`config.mk`:
```
export PLATFORM = sky130hd
export DESIGN_NAME = pong_display_top
export DESIGN_NICKNAME = d
export VERILOG_FILES = /design/src/source/pong_pkg.sv /design/src/source/sprite_if.sv /design/src/source/frame_compositor.sv /design/src/source/pong_display_top.sv /design/src/source/score_display.sv /design/src/source/sprite_display.sv /design/src/source/sprite_regs.sv /design/src/source/vga_timing.sv
export VERILOG_INCLUDE_DIRS = /design/src /design/src/source
export SDC_FILE = /design/constraint.sdc
export NUM_CORES = 1
export LEC_CHECK = 0
export BUFFER_PORTS_ARGS = -buffer_cell sky130_fd_sc_hd__buf_2
export CORE_AREA = 8 8 180 182
export DETAILED_ROUTE_END_ITERATION = 8
export DIE_AREA = 0 0 188 190
export PLACE_DENSITY = 0.64
export SLEW_MARGIN = 25
export SYNTH_ARGS = -nofsm -noshare
export SYNTH_HDL_FRONTEND = slang
export SYNTH_HIERARCHICAL = 1
export SYNTH_SLANG_ARGS = --single-unit
```
`constraint.sdc`:
```
create_clock -name clk_i -period 4.45 [get_ports clk_i]
set_input_delay 0.445 -clock clk_i [delete_from_list [all_inputs] [get_ports clk_i]]
set_output_delay 0.445 -clock clk_i [all_outputs]
set_load 0.05 [all_outputs]
```
`src/source/pong_consts.svh`:
```
`ifndef PONG_CONSTS_SVH
`define PONG_CONSTS_SVH

// 640x480 at 60 Hz, 25 MHz pixel clock
`define H_VISIBLE   640
`define H_FRONT     16
`define H_SYNC      96
`define H_BACK      48
`define H_TOTAL     800

`define V_VISIBLE   480
`define V_FRONT     10
`define V_SYNC      2
`define V_BACK      33
`define V_TOTAL     525

`define N_SPRITES   3
`define PADDLE_W    8
`define PADDLE_H    64
`define BALL_SIDE   8

`define SEP_X0      318
`define SEP_W       4
`define SEP_PERIOD  32
`define SEP_DOT_H   16

`define SCORE_L_X   280
`define SCORE_R_X   336
`define SCORE_Y     16
`define SEG_SCALE   8      // Pixels per cell of the 3x5 digit grid

`define LPAD_X0     10'd16
`define LPAD_Y0     10'd208
`define RPAD_X0     10'd616
`define RPAD_Y0     10'd208
`define BALL_X0     10'd316
`define BALL_Y0     10'd236

`define SPRITE_RGB  12'hFFF
`define WHITE_RGB   12'hFFF
`define SCORE_RGB   12'h888

`endif

```
`src/source/pong_pkg.sv`:
```
package pong_pkg;

    typedef logic [9:0]  coord_t;
    typedef logic [11:0] rgb_t;    // Red in the top nibble, blue in the bottom one
    typedef logic [3:0]  digit_t;

    // Four registers per sprite, so addr[3:2] is the sprite index below code 12
    typedef enum logic [3:0] {
        ADDR_S0_X     = 4'd0,
        ADDR_S0_Y     = 4'd1,
        ADDR_S0_COLOR = 4'd2,
        ADDR_S0_EN    = 4'd3,
        ADDR_S1_X     = 4'd4,
        ADDR_S1_Y     = 4'd5,
        ADDR_S1_COLOR = 4'd6,
        ADDR_S1_EN    = 4'd7,
        ADDR_S2_X     = 4'd8,
        ADDR_S2_Y     = 4'd9,
        ADDR_S2_COLOR = 4'd10,
        ADDR_S2_EN    = 4'd11,
        ADDR_SCORE_L  = 4'd12,
        ADDR_SCORE_R  = 4'd13
    } reg_addr_e;

    typedef enum logic {
        HS_IDLE,
        HS_ACK
    } hs_state_e;

endpackage

```
`src/source/sprite_if.sv`:
```
`timescale 1ns/10ps

// Live attributes of one sprite
interface sprite_if;

    pong_pkg::coord_t x;
    pong_pkg::coord_t y;
    pong_pkg::rgb_t   color;
    logic             enable;

    modport regs_mp (
        output x, y, color, enable
    );

    modport display_mp (
        input x, y, color, enable
    );

endinterface

```
`src/source/frame_compositor.sv`:
```
`timescale 1ns/10ps
`include "pong_consts.svh"

module frame_compositor (
    input  logic                   clk_i,
    input  logic                   rst_i,
    input  pong_pkg::coord_t       pixel_x_i,
    input  pong_pkg::coord_t       pixel_y_i,
    input  logic                   visible_i,
    input  logic                   hsync_i,
    input  logic                   vsync_i,
    input  logic [`N_SPRITES-1:0]  on_sprite_i,
    input  pong_pkg::rgb_t         sprite_rgb_i [`N_SPRITES],
    input  logic                   on_score_i,
    output pong_pkg::rgb_t         rgb_o,
    output logic                   de_o,
    output logic                   hsync_o,
    output logic                   vsync_o,
    output logic                   new_frame_o
);

    pong_pkg::coord_t x_d1;
    pong_pkg::coord_t y_d1;
    logic             visible_d1;
    logic             hsync_d1;
    logic             vsync_d1;
    logic             on_sep;
    pong_pkg::rgb_t   rgb_next;

    always_ff @(posedge clk_i) begin
        x_d1 <= pixel_x_i;
        y_d1 <= pixel_y_i;
    end

    always_ff @(posedge clk_i) begin
        if (rst_i) begin
            visible_d1 <= 1'b0;
            hsync_d1   <= 1'b1;
            vsync_d1   <= 1'b1;
        end else begin
            visible_d1 <= visible_i;
            hsync_d1   <= hsync_i;
            vsync_d1   <= vsync_i;
        end
    end

    assign on_sep = x_d1 >= `SEP_X0 && x_d1 < `SEP_X0 + `SEP_W &&
                    (y_d1 % `SEP_PERIOD) < `SEP_DOT_H;

    // Later assignments win, so the order below is the stacking order
    always_comb begin
        rgb_next = '0;
        if (on_score_i)
            rgb_next = `SCORE_RGB;
        for (int n = 0; n < `N_SPRITES; n++) begin
            if (on_sprite_i[n])
                rgb_next = sprite_rgb_i[n];
        end
        if (on_sep)
            rgb_next = `WHITE_RGB;
    end

    always_ff @(posedge clk_i) begin
        if (rst_i) begin
            rgb_o       <= '0;
            de_o        <= 1'b0;
            hsync_o     <= 1'b1;
            vsync_o     <= 1'b1;
            new_frame_o <= 1'b0;
        end else begin
            rgb_o       <= visible_d1 ? rgb_next : '0;
            de_o        <= visible_d1;
            hsync_o     <= hsync_d1;
            vsync_o     <= vsync_d1;
            new_frame_o <= vsync_d1 && !vsync_o;    // vsync_o still holds the previous level
        end
    end

endmodule

```
`src/source/pong_display_top.sv`:
```
`timescale 1ns/10ps
`include "pong_consts.svh"

module pong_display_top (
    input  logic                clk_i,
    input  logic                rst_i,
    input  logic                req_i,
    input  pong_pkg::reg_addr_e addr_i,
    input  logic [11:0]         data_i,
    output logic                ack_o,
    output pong_pkg::rgb_t      rgb_o,
    output logic                de_o,
    output logic                hsync_o,
    output logic                vsync_o,
    output logic                new_frame_o
);

    pong_pkg::coord_t      pixel_x;
    pong_pkg::coord_t      pixel_y;
    logic                  hsync;
    logic                  vsync;
    logic                  visible;
    logic [`N_SPRITES-1:0] on_sprite;
    pong_pkg::rgb_t        sprite_rgb [`N_SPRITES];
    pong_pkg::digit_t      score_l;
    pong_pkg::digit_t      score_r;
    logic                  on_score;

    sprite_if sprite_bus [`N_SPRITES] ();

    vga_timing u_vga_timing (
        .clk_i     ( clk_i   ),
        .rst_i     ( rst_i   ),
        .pixel_x_o ( pixel_x ),
        .pixel_y_o ( pixel_y ),
        .hsync_o   ( hsync   ),
        .vsync_o   ( vsync   ),
        .visible_o ( visible )
    );

    sprite_regs u_sprite_regs (
        .clk_i       ( clk_i       ),
        .rst_i       ( rst_i       ),
        .req_i       ( req_i       ),
        .addr_i      ( addr_i      ),
        .data_i      ( data_i      ),
        .new_frame_i ( new_frame_o ),
        .ack_o       ( ack_o       ),
        .sprites_o   ( sprite_bus  ),
        .score_l_o   ( score_l     ),
        .score_r_o   ( score_r     )
    );

    // Sprites 0 and 1 are the paddles, sprite 2 is the ball
    for (genvar i = 0; i < `N_SPRITES; i++) begin : g_sprite
        sprite_display #(
            .WIDTH  ( (i == 2) ? `BALL_SIDE : `PADDLE_W ),
            .HEIGHT ( (i == 2) ? `BALL_SIDE : `PADDLE_H )
        ) u_sprite_display (
            .clk_i         ( clk_i         ),
            .rst_i         ( rst_i         ),
            .pixel_x_i     ( pixel_x       ),
            .pixel_y_i     ( pixel_y       ),
            .sprite_i      ( sprite_bus[i] ),
            .on_sprite_o   ( on_sprite[i]  ),
            .display_rgb_o ( sprite_rgb[i] )
        );
    end

    score_display u_score_display (
        .clk_i      ( clk_i    ),
        .rst_i      ( rst_i    ),
        .pixel_x_i  ( pixel_x  ),
        .pixel_y_i  ( pixel_y  ),
        .score_l_i  ( score_l  ),
        .score_r_i  ( score_r  ),
        .on_score_o ( on_score )
    );

    frame_compositor u_frame_compositor (
        .clk_i        ( clk_i       ),
        .rst_i        ( rst_i       ),
        .pixel_x_i    ( pixel_x     ),
        .pixel_y_i    ( pixel_y     ),
        .visible_i    ( visible     ),
        .hsync_i      ( hsync       ),
        .vsync_i      ( vsync       ),
        .on_sprite_i  ( on_sprite   ),
        .sprite_rgb_i ( sprite_rgb  ),
        .on_score_i   ( on_score    ),
        .rgb_o        ( rgb_o       ),
        .de_o         ( de_o        ),
        .hsync_o      ( hsync_o     ),
        .vsync_o      ( vsync_o     ),
        .new_frame_o  ( new_frame_o )
    );

endmodule

```
`src/source/score_display.sv`:
```
`timescale 1ns/10ps
`include "pong_consts.svh"

module score_display (
    input  logic             clk_i,
    input  logic             rst_i,
    input  pong_pkg::coord_t pixel_x_i,
    input  pong_pkg::coord_t pixel_y_i,
    input  pong_pkg::digit_t score_l_i,
    input  pong_pkg::digit_t score_r_i,
    output logic             on_score_o
);

    pong_pkg::coord_t dx_l;
    pong_pkg::coord_t dx_r;
    pong_pkg::coord_t dy;
    logic [1:0]       col;
    logic [2:0]       row;
    logic             in_l;
    logic             in_r;
    logic             in_y;
    logic [6:0]       seg;
    logic             lit;

    // Segment bits are g f e d c b a, with a on top and g in the middle
    function automatic logic [6:0] seg_pattern(input pong_pkg::digit_t d);
        case (d)
            4'd0:    return 7'b0111111;
            4'd1:    return 7'b0000110;
            4'd2:    return 7'b1011011;
            4'd3:    return 7'b1001111;
            4'd4:    return 7'b1100110;
            4'd5:    return 7'b1101101;
            4'd6:    return 7'b1111101;
            4'd7:    return 7'b0000111;
            4'd8:    return 7'b1111111;
            4'd9:    return 7'b1101111;
            default: return 7'b0000000;
        endcase
    endfunction

    assign dx_l = pixel_x_i - pong_pkg::coord_t'(`SCORE_L_X);
    assign dx_r = pixel_x_i - pong_pkg::coord_t'(`SCORE_R_X);
    assign dy   = pixel_y_i - pong_pkg::coord_t'(`SCORE_Y);

    assign in_l = pixel_x_i >= `SCORE_L_X && pixel_x_i < `SCORE_L_X + 3 * `SEG_SCALE;
    assign in_r = pixel_x_i >= `SCORE_R_X && pixel_x_i < `SCORE_R_X + 3 * `SEG_SCALE;
    assign in_y = pixel_y_i >= `SCORE_Y && pixel_y_i < `SCORE_Y + 5 * `SEG_SCALE;

    assign row = 3'(dy / `SEG_SCALE);

    always_comb begin
        seg = 7'b0;
        col = 2'd0;
        if (in_l) begin
            seg = seg_pattern(score_l_i);
            col = 2'(dx_l / `SEG_SCALE);
        end else if (in_r) begin
            seg = seg_pattern(score_r_i);
            col = 2'(dx_r / `SEG_SCALE);
        end
    end

    // Verticals share the cell of row 2 with the middle bar
    assign lit = (seg[0] && row == 3'd0) ||
                 (seg[6] && row == 3'd2) ||
                 (seg[3] && row == 3'd4) ||
                 (seg[5] && col == 2'd0 && row <= 3'd2) ||
                 (seg[1] && col == 2'd2 && row <= 3'd2) ||
                 (seg[4] && col == 2'd0 && row >= 3'd2) ||
                 (seg[2] && col == 2'd2 && row >= 3'd2);

    always_ff @(posedge clk_i) begin
        if (rst_i) begin
            on_score_o <= 1'b0;
        end else begin
            on_score_o <= in_y && lit;
        end
    end

endmodule

```
`src/source/sprite_display.sv`:
```
`timescale 1ns/10ps
`include "pong_consts.svh"

module sprite_display #(
    parameter int WIDTH  = `PADDLE_W,
    parameter int HEIGHT = `PADDLE_H
) (
    input  logic             clk_i,
    input  logic             rst_i,
    input  pong_pkg::coord_t pixel_x_i,
    input  pong_pkg::coord_t pixel_y_i,
    sprite_if.display_mp     sprite_i,
    output logic             on_sprite_o,
    output pong_pkg::rgb_t   display_rgb_o
);

    logic [10:0] x_end;    // One bit wider so a sprite near the edge does not wrap
    logic [10:0] y_end;
    logic        hit;

    assign x_end = {1'b0, sprite_i.x} + 11'(WIDTH);
    assign y_end = {1'b0, sprite_i.y} + 11'(HEIGHT);

    assign hit = sprite_i.enable &&
                 pixel_x_i >= sprite_i.x && {1'b0, pixel_x_i} < x_end &&
                 pixel_y_i >= sprite_i.y && {1'b0, pixel_y_i} < y_end;

    always_ff @(posedge clk_i) begin
        if (rst_i) begin
            on_sprite_o <= 1'b0;
        end else begin
            on_sprite_o <= hit;
        end
    end

    always_ff @(posedge clk_i) begin
        display_rgb_o <= sprite_i.color;    // Travels with the hit
    end

endmodule

```
`src/source/sprite_regs.sv`:
```
`timescale 1ns/10ps
`include "pong_consts.svh"

module sprite_regs (
    input  logic                clk_i,
    input  logic                rst_i,
    input  logic                req_i,
    input  pong_pkg::reg_addr_e addr_i,
    input  logic [11:0]         data_i,
    input  logic                new_frame_i,
    output logic                ack_o,
    sprite_if.regs_mp           sprites_o [`N_SPRITES],
    output pong_pkg::digit_t    score_l_o,
    output pong_pkg::digit_t    score_r_o
);

    localparam pong_pkg::coord_t RST_X [`N_SPRITES] = '{`LPAD_X0, `RPAD_X0, `BALL_X0};
    localparam pong_pkg::coord_t RST_Y [`N_SPRITES] = '{`LPAD_Y0, `RPAD_Y0, `BALL_Y0};

    pong_pkg::hs_state_e state;
    logic                write_en;
    pong_pkg::digit_t    score_clamped;

    pong_pkg::coord_t    shadow_x   [`N_SPRITES];
    pong_pkg::coord_t    shadow_y   [`N_SPRITES];
    pong_pkg::rgb_t      shadow_rgb [`N_SPRITES];
    logic                shadow_en  [`N_SPRITES];
    pong_pkg::digit_t    shadow_score_l;
    pong_pkg::digit_t    shadow_score_r;

    pong_pkg::coord_t    live_x   [`N_SPRITES];
    pong_pkg::coord_t    live_y   [`N_SPRITES];
    pong_pkg::rgb_t      live_rgb [`N_SPRITES];
    logic                live_en  [`N_SPRITES];

    assign write_en      = (state == pong_pkg::HS_IDLE) && req_i;
    assign ack_o         = (state == pong_pkg::HS_ACK);
    assign score_clamped = (data_i > 12'd9) ? 4'd9 : data_i[3:0];

    // Four-phase handshake, ack stays up until req is seen low
    always_ff @(posedge clk_i) begin
        if (rst_i) begin
            state <= pong_pkg::HS_IDLE;
        end else begin
            case (state)
                pong_pkg::HS_IDLE: if (req_i) state <= pong_pkg::HS_ACK;
                pong_pkg::HS_ACK:  if (!req_i) state <= pong_pkg::HS_IDLE;
                default:           state <= pong_pkg::HS_IDLE;
            endcase
        end
    end

    always_ff @(posedge clk_i) begin
        if (rst_i) begin
            for (int s = 0; s < `N_SPRITES; s++) begin
                shadow_x[s]   <= RST_X[s];
                shadow_y[s]   <= RST_Y[s];
                shadow_rgb[s] <= `SPRITE_RGB;
                shadow_en[s]  <= 1'b1;
            end
            shadow_score_l <= '0;
            shadow_score_r <= '0;
        end else if (write_en) begin
            case (addr_i)
                pong_pkg::ADDR_S0_X, pong_pkg::ADDR_S1_X, pong_pkg::ADDR_S2_X:
                    shadow_x[addr_i[3:2]] <= data_i[9:0];
                pong_pkg::ADDR_S0_Y, pong_pkg::ADDR_S1_Y, pong_pkg::ADDR_S2_Y:
                    shadow_y[addr_i[3:2]] <= data_i[9:0];
                pong_pkg::ADDR_S0_COLOR, pong_pkg::ADDR_S1_COLOR, pong_pkg::ADDR_S2_COLOR:
                    shadow_rgb[addr_i[3:2]] <= data_i;
                pong_pkg::ADDR_S0_EN, pong_pkg::ADDR_S1_EN, pong_pkg::ADDR_S2_EN:
                    shadow_en[addr_i[3:2]] <= data_i[0];
                pong_pkg::ADDR_SCORE_L: shadow_score_l <= score_clamped;
                pong_pkg::ADDR_SCORE_R: shadow_score_r <= score_clamped;
                default: ;    // Codes 14 and 15 are acknowledged and dropped
            endcase
        end
    end

    // Renderers only ever see a whole frame's worth of settings
    always_ff @(posedge clk_i) begin
        if (rst_i) begin
            for (int s = 0; s < `N_SPRITES; s++) begin
                live_x[s]   <= RST_X[s];
                live_y[s]   <= RST_Y[s];
                live_rgb[s] <= `SPRITE_RGB;
                live_en[s]  <= 1'b1;
            end
            score_l_o <= '0;
            score_r_o <= '0;
        end else if (new_frame_i) begin
            live_x    <= shadow_x;
            live_y    <= shadow_y;
            live_rgb  <= shadow_rgb;
            live_en   <= shadow_en;
            score_l_o <= shadow_score_l;
            score_r_o <= shadow_score_r;
        end
    end

    for (genvar g = 0; g < `N_SPRITES; g++) begin : g_sprite_out
        assign sprites_o[g].x      = live_x[g];
        assign sprites_o[g].y      = live_y[g];
        assign sprites_o[g].color  = live_rgb[g];
        assign sprites_o[g].enable = live_en[g];
    end

endmodule

```
`src/source/vga_timing.sv`:
```
`timescale 1ns/10ps
`include "pong_consts.svh"

module vga_timing (
    input  logic             clk_i,
    input  logic             rst_i,
    output pong_pkg::coord_t pixel_x_o,
    output pong_pkg::coord_t pixel_y_o,
    output logic             hsync_o,
    output logic             vsync_o,
    output logic             visible_o
);

    logic h_last;
    logic v_last;

    assign h_last = (pixel_x_o == pong_pkg::coord_t'(`H_TOTAL - 1));
    assign v_last = (pixel_y_o == pong_pkg::coord_t'(`V_TOTAL - 1));

    always_ff @(posedge clk_i) begin
        if (rst_i) begin
            pixel_x_o <= '0;
        end else if (h_last) begin
            pixel_x_o <= '0;
        end else begin
            pixel_x_o <= pixel_x_o + 1'b1;
        end
    end

    // Line counter steps at the end of every line
    always_ff @(posedge clk_i) begin
        if (rst_i) begin
            pixel_y_o <= '0;
        end else if (h_last) begin
            if (v_last) begin
                pixel_y_o <= '0;
            end else begin
                pixel_y_o <= pixel_y_o + 1'b1;
            end
        end
    end

    // Both syncs are active low
    assign hsync_o = !(pixel_x_o >= `H_VISIBLE + `H_FRONT &&
                       pixel_x_o <  `H_VISIBLE + `H_FRONT + `H_SYNC);
    assign vsync_o = !(pixel_y_o >= `V_VISIBLE + `V_FRONT &&
                       pixel_y_o <  `V_VISIBLE + `V_FRONT + `V_SYNC);

    assign visible_o = (pixel_x_o < `H_VISIBLE) && (pixel_y_o < `V_VISIBLE);

endmodule

```
# Yosys cells after proc, flatten, opt, wreduce, memory -nomap -nowiden
# Memories as Yosys holds them, arrays and structs flattened. A register that Yosys moved wholly into a read port is not among the register bits.
# Cells that the tools add are included.
dict set report word_totals {
  reg_bits 309
  n_memories 2
  wordCells 199
  rom_bits 224
}
dict set report classes {
  n_bitwise 3
  n_addsub 11
  n_lt_le_gt_ge 32
  muxes 26
  n_eq_ne 18
  n_reduce_logical 59
}
# name words width rd rd_ports_with_merged_regs write_ports line_no
set mem_list {}
lappend mem_list {{(name not given)} 16 7 1 1 0 score_display.sv:27} ;# case (d)
lappend mem_list {{(name not given)} 16 7 1 1 0 score_display.sv:27}
# cell n
set ops {}
lappend ops {{12-bit two-way mux} 6}
lappend ops {{10-bit by 11-bit < comparator with 1-bit output} 6}
lappend ops {{30-bit bitwise mux} 2}
lappend ops {{10-bit greater-or-equal comparator} 6}
lappend ops {{10-bit by 9-bit < comparator with 1-bit output (second input constant)} 5}
lappend ops {{10-bit by 4-bit adder with 11-bit output (second input constant)} 4}
lappend ops {{10-bit by 9-bit greater-or-equal comparator with 1-bit output (second input constant)} 4}
lappend ops {{36-bit bitwise mux} 1}
lappend ops {{1-bit logical AND} 35}
lappend ops {{12-bit demux with 2-bit select} 1}
lappend ops {{4-bit equality test (second input constant)} 6}
lappend ops {{10-bit by 7-bit adder with 11-bit output (second input constant)} 2}
lappend ops {{10-bit by 1-bit adder with 10-bit output (second input constant)} 2}
lappend ops {{10-bit demux with 2-bit select} 1}
lappend ops {{10-bit equality test (second input constant)} 2}
lappend ops {{10-bit < comparator (second input constant)} 2}
lappend ops {{10-bit two-way mux} 2}
lappend ops {{4-bit two-way mux} 5}
lappend ops {{4-bit by 3-bit equality test with 1-bit output (second input constant)} 4}
lappend ops {{7-bit two-way mux} 2}
lappend ops {{12-bit by 4-bit > comparator with 1-bit output (second input constant)} 1}
lappend ops {{2-bit AND reduction} 6}
lappend ops {{3-bit OR reduction} 4}
lappend ops {{10-bit greater-or-equal comparator (second input constant)} 1}
lappend ops {{26 further kinds} 39}

# Depth between registers and ports, before layout
# Gate-level depths: netlist of run 1.
dict set report logic_depth {
  depth_word 12
  depth_mapped 10
  ltp_nobuf 10
}

# Cells and area by module
# Netlist of run 1, hierarchy kept.
# mod n_inst seq_area_each_um2 cells_per_inst area_each_um2
set by_module_without_submodules {}
lappend by_module_without_submodules {sprite_regs 1 4304.1 807 8131.5}
lappend by_module_without_submodules {{sprite_display (g_sprite[2].u_sprite_display)} 1 260.2 153 1321.3}
lappend by_module_without_submodules {{sprite_display (g_sprite[0].u_sprite_display)} 1 260.2 137 1194.9}
lappend by_module_without_submodules {{sprite_display (g_sprite[1].u_sprite_display)} 1 260.2 131 1168.6}
lappend by_module_without_submodules {vga_timing 1 400.4 120 1043.5}
lappend by_module_without_submodules {frame_compositor 1 580.6 92 1012.2}
lappend by_module_without_submodules {score_display 1 20.0 97 710.7}

# Worst setup path after synthesis of run 1
# No wires, ideal clock.
dict set report synth_path {
  kind {register to register}
  from {reg u_vga_timing.pixel_x_o[4]}
  to {reg u_vga_timing.pixel_y_o[9]}
  path_buffers 1
  t_arrival_ps 2085
  required_ps 4382
  synth_period_minus_slack_ps 2152
  path_stages_with_launch 6
  slack_ps 2298
  setup_time_ps 68
  path_cell_list {dfxtp_1 > buf_4 > nand4b_1 > or4_4 > or4_4 > a21oi_2}
}
dict set report synth_between {
  elab_chain_len 1
}
# item line_no
set synth_lines {}
lappend synth_lines {{start, declared} vga_timing.sv:7} ;# output pong_pkg::coord_t pixel_x_o,
lappend synth_lines {{start signal, assigned} vga_timing.sv:26} ;# pixel_x_o <= pixel_x_o + 1'b1;
lappend synth_lines {{10-bit equality test} vga_timing.sv:17} ;# assign h_last = (pixel_x_o == pong_pkg::coord_t'(`H_TOTAL - 1));
lappend synth_lines {{end signal, assigned} vga_timing.sv:38} ;# pixel_y_o <= pixel_y_o + 1'b1;
lappend synth_lines {{end, declared} vga_timing.sv:8} ;# output pong_pkg::coord_t pixel_y_o,
# Every way passes these cells.
# A chain may end at the register's enable or synchronous reset.

# Final worst setup path of run 1
dict set report layout_path {
  from {reg u_vga_timing.pixel_y_o[4]}
  to {reg u_score_display.on_score_o}
}
dict set report layout_between {
  elab_chain_len 10
  elab_cells_between_ends 23
}
# item line_no
set layout_lines {}
lappend layout_lines {{parallel branches: the longest is 9 deep, another holds 6-bit by 5-bit subtractor with 6-bit output} -}
lappend layout_lines {{1-bit logical AND (*)} score_display.sv:77} ;# on_score_o <= in_y && lit;
lappend layout_lines {{end signal, assigned} score_display.sv:77}
lappend layout_lines {{end, declared} score_display.sv:11} ;# output logic on_score_o
# Mark *: on every way between the ends.

==> run_results.csv, run 1 <==
group,metric,value,unit
synth,yosysWarnings,6,
synth,synth_area_leader_cell,"sky130_fd_sc_hd__dfxtp_1",
run_status,status,"complete, no violations",
floorplan,die_width,188,µm
worst_setup_path,critical_path.max_stage_delay,820,ps
sta,fin_crit_sh,56.1,%
grt,grt_max_degree,113,
place,placement.io_buffers,35,
cts,cts_setup_buffers,0,
sta,setup_viol,0,
synth,post_synth_instance_area,14600,µm²
grt,globalRouteMet1Util,30.4,%
power_and_ir_drop,seq_power_share,48.7,%
synth,postSynthRegisterBits,304,
final_layout,final_common_cell,"sky130_fd_sc_hd__dfxtp_1",
worst_setup_path,r2r_setup_slack,1950,ps
cts,clock_tree.buffer_depth,3,
worst_setup_path,setup.worst_path.start,"u_vga_timing/pixel_y_o[4]$_SDFFE_PP0N_",
synth,edff_count_synth,0,
drt,dr.pass1.iters,5,
worst_setup_path,critPathTopFamily,"flip-flops",
floorplan,core.rowCount,63,
power_and_ir_drop,power.density_cell_area,354,nW/µm²
grt,grt_antenna_before_repair,0,
final_layout,layout.cells.most_common_list,"sky130_fd_sc_hd__dfxtp_1 (303), sky130_fd_sc_hd__ha_1 (120), sky130_fd_sc_hd__a211o_1 (116)",
cts,cts_max_level,2,
power_and_ir_drop,clkPwrFrac,47.8,%
worst_setup_path,cp-end-kind,"flop",
floorplan,overall_die_height,190,µm
final_layout,finalCoreUtilization,54.4,%
sta,hold-worst-slack,246,ps
cts,clockRootBuffer,"sky130_fd_sc_hd__clkbuf_16",
power_and_ir_drop,max-vdd-ir-drop,0.226,mV
worst_setup_path,crit_required,4870,ps
final_layout,areaGrowthSynthToFinish,9.68,%
power_and_ir_drop,leakage,6.29,nW
synth,yosys-top-cells-area,"sky130_fd_sc_hd__dfxtp_1 (42%), sky130_fd_sc_hd__ha_1 (10%), sky130_fd_sc_hd__a211o_1 (7.0%), sky130_fd_sc_hd__mux2i_1 (3.6%), sky130_fd_sc_hd__a21oi_1 (3.2%)",
place,place.detailed.instances,1877,
synth,synth_nets,1676,
drt,drt-wirelength-per-cell,19.5,µm
sta,period_needed,2500,ps
place,place.gp.congestion,0.851,
worst_setup_path,critical_path_peak_fanout,15,
place,post-dp-hpwl,25200,µm
worst_setup_path,worst_setup_ep,"u_score_display/on_score_o$_SDFF_PP0_",
synth,postSynth.asyncResetShare,0,%
worst_setup_path,path_cells,"inv_1, ha_1, nor2b_1, nor2_1, a311oi_1, o311ai_1, a211oi_1",
grt,grt_use_met2,30.7,%
drt,drt.antenna.violating_nets,0,
sta,timing.slew.headroom,30.4,%
sta,finalSetupTns,0,ps
cts,cts.sink_count,304,
synth,avgSynthCellArea,9.49,µm²
sta,setup_repair_after_global_routing_missed_its_margin,"false",
worst_setup_path,setup.worst_path.class,"flop to flop",
drt,detailroute.via_count,11373,
synth,syn_inst,1537,
floorplan,design.die.area,35700,µm²
grt,grt_most_used_layer,"met2",
floorplan,initial_utilization,49.6,%
power_and_ir_drop,cell_internal_pwr,0.00440,W
worst_setup_path,timing.critical_path.slowest_stage_cell,"sky130_fd_sc_hd__dfxtp_1",
drt,drt_wl_total,37800,µm
cts,tritoncts.num_buffers,35,
worst_setup_path,regToRegStartpoint,"u_vga_timing/pixel_y_o[4]$_SDFFE_PP0N_",
drt,drt_iter0_markers,912,
drt,avgViaCountPerCell,5.86,
floorplan,floorplan.core_area,29400,µm²
worst_setup_path,critical_path_depth,7,
power_and_ir_drop,switchingPower,0.00127,W
synth,ys_dominant_reg_cell,"sky130_fd_sc_hd__dfxtp_1",
cts,post_cts_resize_count,0,
cts,cts_hold_buf,0,
grt,grt_first_pass_wirelength,59300,µm
final_layout,layout.nets,1663,
sta,final.setup_skew,13.9,ps
grt,grt_use_met3,2.71,%
synth,synth_largest_type_area_fraction,41.7,%
final_layout,post_route_cells_drive_above_1_share,9.50,%
run,drv_cap,0,
grt,grt_util_all_layers,20.5,%
sta,max_clock_freq,0.401,GHz
drt,drt_drc_violations_left,0,
final_layout,post_layout_nonfiller_instances,1940,
sta,tightestPinTransition,1020,ps
floorplan,top_level_ports,36,
synth,synth_sequential_area_ratio,41.7,%
cts,insertion_delay,510,ps
worst_setup_path,r2r_end,"u_score_display/on_score_o$_SDFF_PP0_",
synth,unique_cell_type_count_in_the_yosys_netlist,83,
sta,timing.final.hold_violations,0,
worst_setup_path,timing.critical_path.buf_inv,1,
worst_setup_path,cp-start-kind,"flop",
worst_setup_path,rr_worst_depth,7,
power_and_ir_drop,netSwitchingFraction,22.4,%
sta,final-max-slew-violation-count,0,
worst_setup_path,critical_path_arrival,2920,ps
cts,clk_pin_slew,60,ps
grt,first_global_vias,10537,
power_and_ir_drop,power_frac_comb,3.5,%
cts,tritoncts,"yes",
grt,grt_overflow_total,0,
hold_path,worst_hold_path_type,"input port to flop",
[cells by family after synthesis]
logic type,Yosys count,share of synthesized area (%)
fa+ha+maj,120,10.3
compound gates,386,18.6
mux,52,3.57
xor+xnor,37,2.22
buf+inv,191,5.88
simple gates,447,17.7
flops,304,41.7
[power groups by stage]
stage	Sequential (W)	Clock (W)	Combinational [W]
5_1_grt	0.00276	0.00287	0.000214
6_report	0.00276	0.00271	0.000200
3_5_place_dp	0.00282	0	0.000196
4_1_cts	0.00276	0.00274	0.000196
3_3_place_gp	0.00282	0	0.000193
2_1_floorplan	0.00282	0	0.000125
[worst min path at each step]
stage | startpoint | endpoint | slack [ps] | cells past startpoint
floorplan | u_sprite_regs/sprites_o[0].color[0]$_SDFFE_PP1P_ | g_sprite[0].u_sprite_display/display_rgb_o[0]$_DFF_P_ | 320 | 0
global placement | u_sprite_regs/sprites_o[1].color[10]$_SDFFE_PP1P_ | g_sprite[1].u_sprite_display/display_rgb_o[10]$_DFF_P_ | 330 | 0
detailed placement | u_sprite_regs/sprites_o[0].color[8]$_SDFFE_PP1P_ | g_sprite[0].u_sprite_display/display_rgb_o[8]$_DFF_P_ | 330 | 0
CTS | req_i | u_sprite_regs/ack_o$_SDFF_PP0_ | 220 | 2
global route | req_i | u_sprite_regs/ack_o$_SDFF_PP0_ | 240 | 2
finish | req_i | u_sprite_regs/ack_o$_SDFF_PP0_ | 250 | 2
[stage by stage]
step	power [W]	instance area (µm²)	worst slack, ps
after floorplan	0.00294	14600	2300
after global placement	0.00301	14900	2150
after detailed placement	0.00301	14900	2040
after CTS	0.00570	16000	2000
after global routing	0.00584	16000	1720
final	0.00566	16000	1950
[final cells by class]
type                    instances  area [µm²]
diodes                          3        7.51
clock buffers                  53        1030
clock inverters                 7        60.1
fillers                      2603       13400
inverters                      91         342
multi-input cells            1042        7650
flip-flops and latches        304        6090
well taps                     390         488
repair buffers                 50         319
[synth_stat cells, drive strengths merged (8+ instances only)]
master and instances:
a21oi 93, nand2b 17, nand2 42, ha 120, nor4 14, o22ai 13
clkbuf 56, nand3 71, nor3 8, mux2i 52, inv 91, and3 62
a221oi 11, a211oi 12, nor2b 74, nand4 15, a211o 117, a21o 9
xnor2 32, buf 44, nor2 85, a2111oi 9, dfxtp 304, o21ai 80
[worst reg2reg max path: stages (launching register included)]
cell                       delay [ps]
sky130_fd_sc_hd__dfxtp_1          820
sky130_fd_sc_hd__inv_1            170
sky130_fd_sc_hd__ha_1             420
sky130_fd_sc_hd__nor2b_1          320
sky130_fd_sc_hd__nor2_1           100
sky130_fd_sc_hd__a311oi_1         230
sky130_fd_sc_hd__o311ai_1         140
sky130_fd_sc_hd__a211oi_1         230
[sequential cells by signal, indices dropped and copies added (netlist names), 12 cells and up]
signal,flops
u_sprite_regs/shadow_rgb,36
u_frame_compositor/rgb_o,12
u_sprite_regs/shadow_x,30
u_sprite_regs/shadow_y,30
u_sprite_regs/sprites_o.y,30
u_sprite_regs/sprites_o.x,30
u_sprite_regs/sprites_o.color,36
g_sprite.u_sprite_display/display_rgb_o,36
[per-layer routing]
layer	part of all wire, %	vias to the layer above	wire [µm]
met3	4.6	48	1740
met5	0	-	0
met1	51	5511	19200
li1	-	5523	-
met4	1.8	0	677
met2	43	291	16200
Note: power is estimated with default switching activity, not from simulation.
==> inputs of run 2 (changes only) <==
==> constraint.sdc (replaced) <==
create_clock -name clk_i -period 2.3 [get_ports clk_i]
set_input_delay 0.23 -clock clk_i [delete_from_list [all_inputs] [get_ports clk_i]]
set_output_delay 0.23 -clock clk_i [all_outputs]
set_load 0.05 [all_outputs]
==> run 2 against run 1 <==
Compared with the run above: setup slack lost 1800 ps; utilization rose by 1.3 points; count of clock-buffer cells in the layout shrank 11; sequential power up 93%; critical path depth increased by 2; critical endpoint is now g_sprite[2].u_sprite_display/on_sprite_o$_SDFF_PP0_.
==> run_results.csv, run 2 (same netlist as run 1, synthesis figures left out) <==
group,metric,value,unit
run_status,status,"complete, no violations",
worst_setup_path,path_cells,"and4_1, nand2_1, xnor2_1, ha_1, o211ai_1, a22oi_1, nor4b_2, o21ai_1, nor4_2",
drt,drt_drc_violations_left,0,
worst_setup_path,critical_path_peak_fanout,6,
power_and_ir_drop,leakage,6.55,nW
worst_setup_path,crit_required,2790,ps
worst_setup_path,timing.critical_path.slowest_stage_cell,"sky130_fd_sc_hd__dfxtp_2",
final_layout,layout.nets,1716,
cts,insertion_delay,580,ps
sta,fin_crit_sh,93.2,%
place,placement.io_buffers,35,
final_layout,nFillCells,2634,
sta,final-max-slew-violation-count,0,
floorplan,core.rowCount,63,
power_and_ir_drop,clkPwrFrac,46.9,%
grt,grt_first_pass_wirelength,60800,µm
drt,dr.pass1.iters,7,
floorplan,top_level_ports,36,
cts,tritoncts.num_buffers,31,
sta,timing.final.hold_violations,0,
worst_setup_path,critPathTopFamily,"simple AND/OR/NAND/NOR gates",
worst_setup_path,setup.worst_path.class,"flop to flop",
run,drv_cap,0,
cts,clockRootBuffer,"sky130_fd_sc_hd__clkbuf_16",
drt,drt_iter0_markers,890,
worst_setup_path,cp-start-kind,"flop",
power_and_ir_drop,switchingPower,0.00245,W
power_and_ir_drop,seq_power_share,49.3,%
sta,timing.slew.headroom,46.9,%
sta,setup_ws,156,ps
floorplan,die_width,188,µm
drt,drt-wirelength-per-cell,19.3,µm
grt,grt_overflow_total,0,
drt,detailroute.via_count,11615,
drt,avgViaCountPerCell,5.83,
sta,tightestPinTransition,777,ps
cts,cts.sink_count,304,
grt,grt_util_all_layers,21.0,%
final_layout,post_route_cells_drive_above_1_share,12.8,%
sta,max_clock_freq,0.466,GHz
worst_setup_path,timing.critical_path.buf_inv,0,
floorplan,overall_die_height,190,µm
floorplan,design.die.area,35700,µm²
grt,first_global_vias,10899,
final_layout,final_common_cell,"sky130_fd_sc_hd__dfxtp_1",
power_and_ir_drop,cell_internal_pwr,0.00837,W
cts,cts_setup_buffers,0,
final_layout,post_layout_nonfiller_instances,1992,
floorplan,initial_utilization,49.6,%
drt,drt_wl_total,38500,µm
power_and_ir_drop,max-vdd-ir-drop,0.520,mV
cts,clock_tree.buffer_depth,3,
power_and_ir_drop,power_frac_comb,3.8,%
place,place.gp.congestion,0.864,
power_and_ir_drop,power.density_cell_area,660,nW/µm²
place,post-dp-hpwl,26400,µm
worst_setup_path,cp-end-kind,"flop",
cts,cts_max_level,1,
place,place.detailed.instances,1932,
sta,period_needed,2140,ps
worst_setup_path,critical_path.max_stage_delay,380,ps
sta,final.setup_skew,9.83,ps
cts,tritoncts,"yes",
place,placement.cell_area,15300,µm²
hold_path,worst_hold_path_type,"input port to flop",
cts,clk_pin_slew,70,ps
worst_setup_path,critical_path_arrival,2640,ps
place,placement.setup.worst_slack,147,ps
final_layout,areaGrowthSynthToFinish,12.3,%
final_layout,postLayoutCellArea,16400,µm²
grt,grt_antenna_before_repair,1,
power_and_ir_drop,netSwitchingFraction,22.6,%
sta,setup_viol,0,
sta,setup_repair_after_global_routing_missed_its_margin,"false",
sta,hold-worst-slack,92.0,ps
sta,finalSetupTns,0,ps
grt,grt_max_degree,136,
drt,drt.antenna.violating_nets,0,
final_layout,layout.cells.most_common_list,"sky130_fd_sc_hd__dfxtp_1 (299), sky130_fd_sc_hd__ha_1 (119), sky130_fd_sc_hd__a211o_1 (116)",
floorplan,floorplan.core_area,29400,µm²
## run 2: changes by cell type in the layout (fill, tap and decap cells not counted), moves of 2 or more
cell                            change
sky130_fd_sc_hd__clkbuf_8           -5
sky130_fd_sc_hd__clkbuf_1           -2
sky130_fd_sc_hd__clkinv_2           +5
sky130_fd_sc_hd__buf_4             +54
sky130_fd_sc_hd__clkbuf_16          -4
sky130_fd_sc_hd__dfxtp_2            +4
sky130_fd_sc_hd__clkinv_8           -2
sky130_fd_sc_hd__bufinv_16          +3
sky130_fd_sc_hd__dfxtp_1            -4
sky130_fd_sc_hd__dlygate4sd3_1      +2
sky130_fd_sc_hd__diode_2            -2
## run 2: worst reg2reg max path, delay by kind of cell, from the launching register on
kind                     cells  cell delay (ps)
AND/OR/NAND/NOR              4              750
AO/OA/AOI/OAI                3              470
flip-flops                   1              380
adder cells (fa/ha/maj)      1              320
XOR/XNOR                     1              140
## run 2: area by class of cell
class                      count  area [µm²]  share of cell area [%]
antenna                        1        2.50                  0.0153
clock buffer                  42         857                    5.23
multi-input combinational   1042        7660                    46.8
tap                          390         488                    2.98
timing repair buffer         107         764                    4.67
sequential                   304        6090                    37.2
clock inverter                15         170                    1.04
inverter                      91         342                    2.09
## run 2: routing by layer
| layer | up-vias | wire (µm) | global-route usage, % |
|---|---|---|---|
| met1 | 5586 | 19100 | 30.9 |
| li1 | 5633 | - | - |
| met5 | - | 0 | 0 |
| met3 | 63 | 2240 | 3.00 |
| met4 | 0 | 1100 | 7.09 |
| met2 | 333 | 16100 | 30.9 |
## run 2: final timing paths
check | slack, ps | from | to | cells after the start
max | 160 | u_sprite_regs/sprites_o[2].y[5]$_SDFFE_PP1P_ | g_sprite[2].u_sprite_display/on_sprite_o$_SDFF_PP0_ | 9
min | 90 | addr_i[3] | u_sprite_regs/shadow_en[2]$_SDFFE_PP1P_ | 3
max reg2reg | 160 | u_sprite_regs/sprites_o[2].y[5]$_SDFFE_PP1P_ | g_sprite[2].u_sprite_display/on_sprite_o$_SDFF_PP0_ | 9
min reg2reg | 340 | u_sprite_regs/sprites_o[2].color[1]$_SDFFE_PP1P_ | g_sprite[2].u_sprite_display/display_rgb_o[1]$_DFF_P_ | 0
## run 2: power groups by stage
stage          clock network, W  logic (W)  registers, W
3_5_place_dp                  0   0.000397       0.00545
6_report                0.00507   0.000410       0.00533
4_1_cts                 0.00515   0.000402       0.00533
5_1_grt                 0.00540   0.000440       0.00533
3_3_place_gp                  0   0.000395       0.00544
2_1_floorplan                 0   0.000241       0.00545
## run 2: repair_timing
action | 4_1_cts | 5_1_grt
setup endpoints to repair | 0 | 3
resized for setup | 0 | 6
hold endpoints to repair | 2 | 0
hold buffers | 2 | 0
## run 2: metrics by stage
stage	power [W]	util (%)
global route	0.0112	55.7
detailed placement	0.00584	52.1
finish	0.0108	55.7
floorplan	0.00569	-
global placement	0.00584	52.1
CTS	0.0109	55.6
==> inputs of run 3 (changes only) <==
--- a/config.mk
+++ b/config.mk
@@ -6,10 +6,11 @@
 export SDC_FILE = /design/constraint.sdc
 export NUM_CORES = 1
 export LEC_CHECK = 0
+export ABC_AREA = 1
 export BUFFER_PORTS_ARGS = -buffer_cell sky130_fd_sc_hd__buf_2
-export CORE_AREA = 8 8 180 182
+export CORE_AREA = 8 8 181 183
 export DETAILED_ROUTE_END_ITERATION = 8
-export DIE_AREA = 0 0 188 190
+export DIE_AREA = 0 0 189 191
 export PLACE_DENSITY = 0.64
 export SLEW_MARGIN = 25
 export SYNTH_ARGS = -nofsm -noshare
==> run 3 against run 2 <==
Compared with the run above: sequential power about the same; via count increased by 9.2%; maximum frequency increased by 8.0%; count of clock-buffer cells in the layout unchanged; critical path depth decreased by 1; design area increased by 1.3%; die area increased by 1.1%; flip-flop and latch count unchanged; non-clock buffer count decreased by 40; first-iteration DRC count increased by 5.5%; synthesized cell count increased by 31%.
==> run_results.csv, run 3 <==
group,metric,value,unit
worst_setup_path,setup.worst_path.start,"u_vga_timing/pixel_x_o[9]$_SDFF_PP0_",
run,drv_cap,0,
sta,final-max-slew-violation-count,0,
synth,yosys-top-cells-area,"sky130_fd_sc_hd__dfxtp_1 (41%), sky130_fd_sc_hd__nand2_1 (14%), sky130_fd_sc_hd__ha_1 (10%), sky130_fd_sc_hd__nand3_1 (6.2%), sky130_fd_sc_hd__nor2_1 (5.8%)",
sta,setup_repair_after_global_routing_missed_its_margin,"false",
sta,timing.slew.headroom,56.3,%
synth,ys_top_cells_by_count,"sky130_fd_sc_hd__nand2_1 (539), sky130_fd_sc_hd__dfxtp_1 (304), sky130_fd_sc_hd__nor2_1 (229)",
grt,grt_antenna_before_repair,0,
place,place.gp.congestion,0.851,
drt,drt.antenna.violating_nets,0,
grt,grt_overflow_total,0,
power_and_ir_drop,p_total,0.0115,W
cts,clock_tree.buffer_depth,3,
final_layout,antenna-diode-count,0,
power_and_ir_drop,max-vdd-ir-drop,0.560,mV
place,placement.cell_area,15400,µm²
sta,timing.final.hold_violations,0,
drt,drt_wl_total,39100,µm
sta,period_needed,1990,ps
synth,edff_count_synth,0,
drt,avgViaCountPerCell,5.17,
drt,drt_iter0_markers,939,
synth,synth_sequential_area_ratio,41.2,%
worst_setup_path,regToRegStartpoint,"u_vga_timing/pixel_x_o[9]$_SDFF_PP0_",
worst_setup_path,r2r_setup_slack,310,ps
synth,post_synth_instance_area,14800,µm²
cts,insertion_delay,530,ps
synth,unique_cell_type_count_in_the_yosys_netlist,43,
worst_setup_path,rr_worst_depth,8,
grt,grt_max_degree,132,
final_layout,post_route_cells_drive_above_1_share,9.82,%
final_layout,layout.nets,2173,
sta,setup_viol,0,
sta,final.setup_skew,11.2,ps
final_layout,postLayoutCellArea,16600,µm²
synth,avgSynthCellArea,7.35,µm²
grt,first_global_vias,12040,
cts,cts_max_level,2,
place,post-dp-hpwl,26800,µm
sta,hold-worst-slack,109,ps
final_layout,post_layout_nonfiller_instances,2454,
sta,tightestPinTransition,655,ps
sta,finalSetupTns,0,ps
power_and_ir_drop,power.density_cell_area,693,nW/µm²
floorplan,die_width,189,µm
drt,dr.pass1.iters,5,
final_layout,layout.cells.most_common_list,"sky130_fd_sc_hd__nand2_1 (539), sky130_fd_sc_hd__dfxtp_1 (303), sky130_fd_sc_hd__nor2_1 (229)",
synth,yosysWarnings,6,
cts,clk_pin_slew,70,ps
drt,drt-wirelength-per-cell,15.9,µm
floorplan,overall_die_height,191,µm
synth,synth_largest_type_area_fraction,41.2,%
grt,grt_util_all_layers,21.4,%
synth,ys_dominant_reg_cell,"sky130_fd_sc_hd__dfxtp_1",
place,place.detailed.instances,2391,
floorplan,design.die.area,36100,µm²
floorplan,top_level_ports,36,
synth,synth_area_leader_cell,"sky130_fd_sc_hd__dfxtp_1",
synth,postSynthRegisterBits,304,
cts,tritoncts,"yes",
synth,postSynth.asyncResetShare,0,%
final_layout,final_common_cell,"sky130_fd_sc_hd__nand2_1",
worst_setup_path,cp-start-kind,"flop",
drt,detailroute.via_count,12686,
place,placement.io_buffers,35,
worst_setup_path,setup.worst_path.class,"flop to flop",
worst_setup_path,worst_setup_ep,"g_sprite[0].u_sprite_display/on_sprite_o$_SDFF_PP0_",
worst_setup_path,critical_path_arrival,2400,ps
worst_setup_path,critical_path_peak_fanout,12,
run_status,status,"complete, no violations",
synth,synth_nets,2147,
power_and_ir_drop,leakage,8.33,nW
sta,max_clock_freq,0.504,GHz
cts,clockRootBuffer,"sky130_fd_sc_hd__clkbuf_16",
floorplan,initial_utilization,49.2,%
worst_setup_path,cp-end-kind,"flop",
synth,syn_inst,2008,
grt,grt_first_pass_wirelength,62800,µm
hold_path,worst_hold_path_type,"input port to flop",
sta,fin_crit_sh,86.3,%
drt,drt_drc_violations_left,0,
cts,cts_setup_buffers,0,
cts,cts.sink_count,304,
worst_setup_path,crit_required,2710,ps
floorplan,core.rowCount,64,
floorplan,floorplan.core_area,30000,µm²
synth,most_used_standard_cell_by_instance_count_after_synthesis,"sky130_fd_sc_hd__nand2_1",
final_layout,areaGrowthSynthToFinish,12.4,%
worst_setup_path,r2r_end,"g_sprite[0].u_sprite_display/on_sprite_o$_SDFF_PP0_",
cts,tritoncts.num_buffers,34,
run 3: cell types whose count changed after synthesis, sizes merged, moves of 74 or more:
cell,previous run,this run
nand2,42,547
inv,91,216
nor2,85,248
nor2b,74,0
a211o,117,0
nand3,71,204
run 3: per-stage QoR:
| stage | worst slack (ps) | utilization (%) |
|---|---|---|
| floorplan | 581 | - |
| global placement | 347 | 51.1 |
| detailed placement | 313 | 51.1 |
| CTS | 317 | 55.3 |
| global route | 201 | 55.3 |
| finish | 314 | 55.3 |
run 3: final cells by class:
cell class | count | area [µm²]
clock buffer | 42 | 941
clock inverter | 18 | 267
timing repair buffer | 67 | 485
tap | 396 | 495
inverter | 218 | 826
sequential | 304 | 6090
multi-input combinational | 1409 | 7490
fill | 2851 | 13400
run 3: cells by family after synthesis:
kind of cell	Yosys count	share of synthesized area [%]
and+or+nand+nor	1063	31.7
DFF	304	41.2
buffers and inverters	295	8.08
AOI/OAI and AO/OA	199	7.25
adders and majority gates	120	10.2
xor gates and xnor gates	27	1.60
run 3: timing repair:
item                                   4_1_cts  5_1_grt
resized for setup                            0        0
endpoints found under the hold margin        7        0
hold buffers                                 3        0
run 3: routing by layer:
metal	part of all wire, %	global-route usage, %	up-vias
li1	-	-	6477
met1	48	28.5	5915
met2	46	36.6	250
met3	4.2	2.54	44
met4	1.5	5.20	0
met5	0	0	-
run 3: how the worst min path moves through the flow:
stage	startpoint	to	slack [ps]	depth (start not counted)
4_1_cts	data_i[9]	u_sprite_regs/shadow_x[19]$_SDFFE_PP1P_	90	3
5_1_grt	data_i[9]	u_sprite_regs/shadow_x[19]$_SDFFE_PP1P_	100	3
3_5_place_dp	u_sprite_regs/sprites_o[1].color[5]$_SDFFE_PP1P_	g_sprite[1].u_sprite_display/display_rgb_o[5]$_DFF_P_	340	0
6_report	addr_i[0]	u_sprite_regs/shadow_x[29]$_SDFFE_PP0P_	110	4
2_1_floorplan	rst_i	u_sprite_regs/shadow_x[29]$_SDFFE_PP0P_	300	1
3_3_place_gp	u_sprite_regs/sprites_o[1].color[8]$_SDFFE_PP1P_	g_sprite[1].u_sprite_display/display_rgb_o[8]$_DFF_P_	340	0
run 3: power by group:
group	internal [W]	switching, W	total [W]	leakage (nW)
clock	0.00351	0.00225	0.00576	0.600
sequential	0.00530	0.0000275	0.00533	2.46
combinational	0.000110	0.000295	0.000405	5.27
total	0.00892	0.00257	0.0115	8.33
run 3: critical path, cell delays in order (launching register included):
cell and delay, ps:
sky130_fd_sc_hd__dfxtp_1 730, sky130_fd_sc_hd__ha_1 360, sky130_fd_sc_hd__a21o_1 160, sky130_fd_sc_hd__nor2_1 90, sky130_fd_sc_hd__nand2_1 50, sky130_fd_sc_hd__nor2_1 310
sky130_fd_sc_hd__nor2_2 70, sky130_fd_sc_hd__nand2_1 70, sky130_fd_sc_hd__nor2_1 40
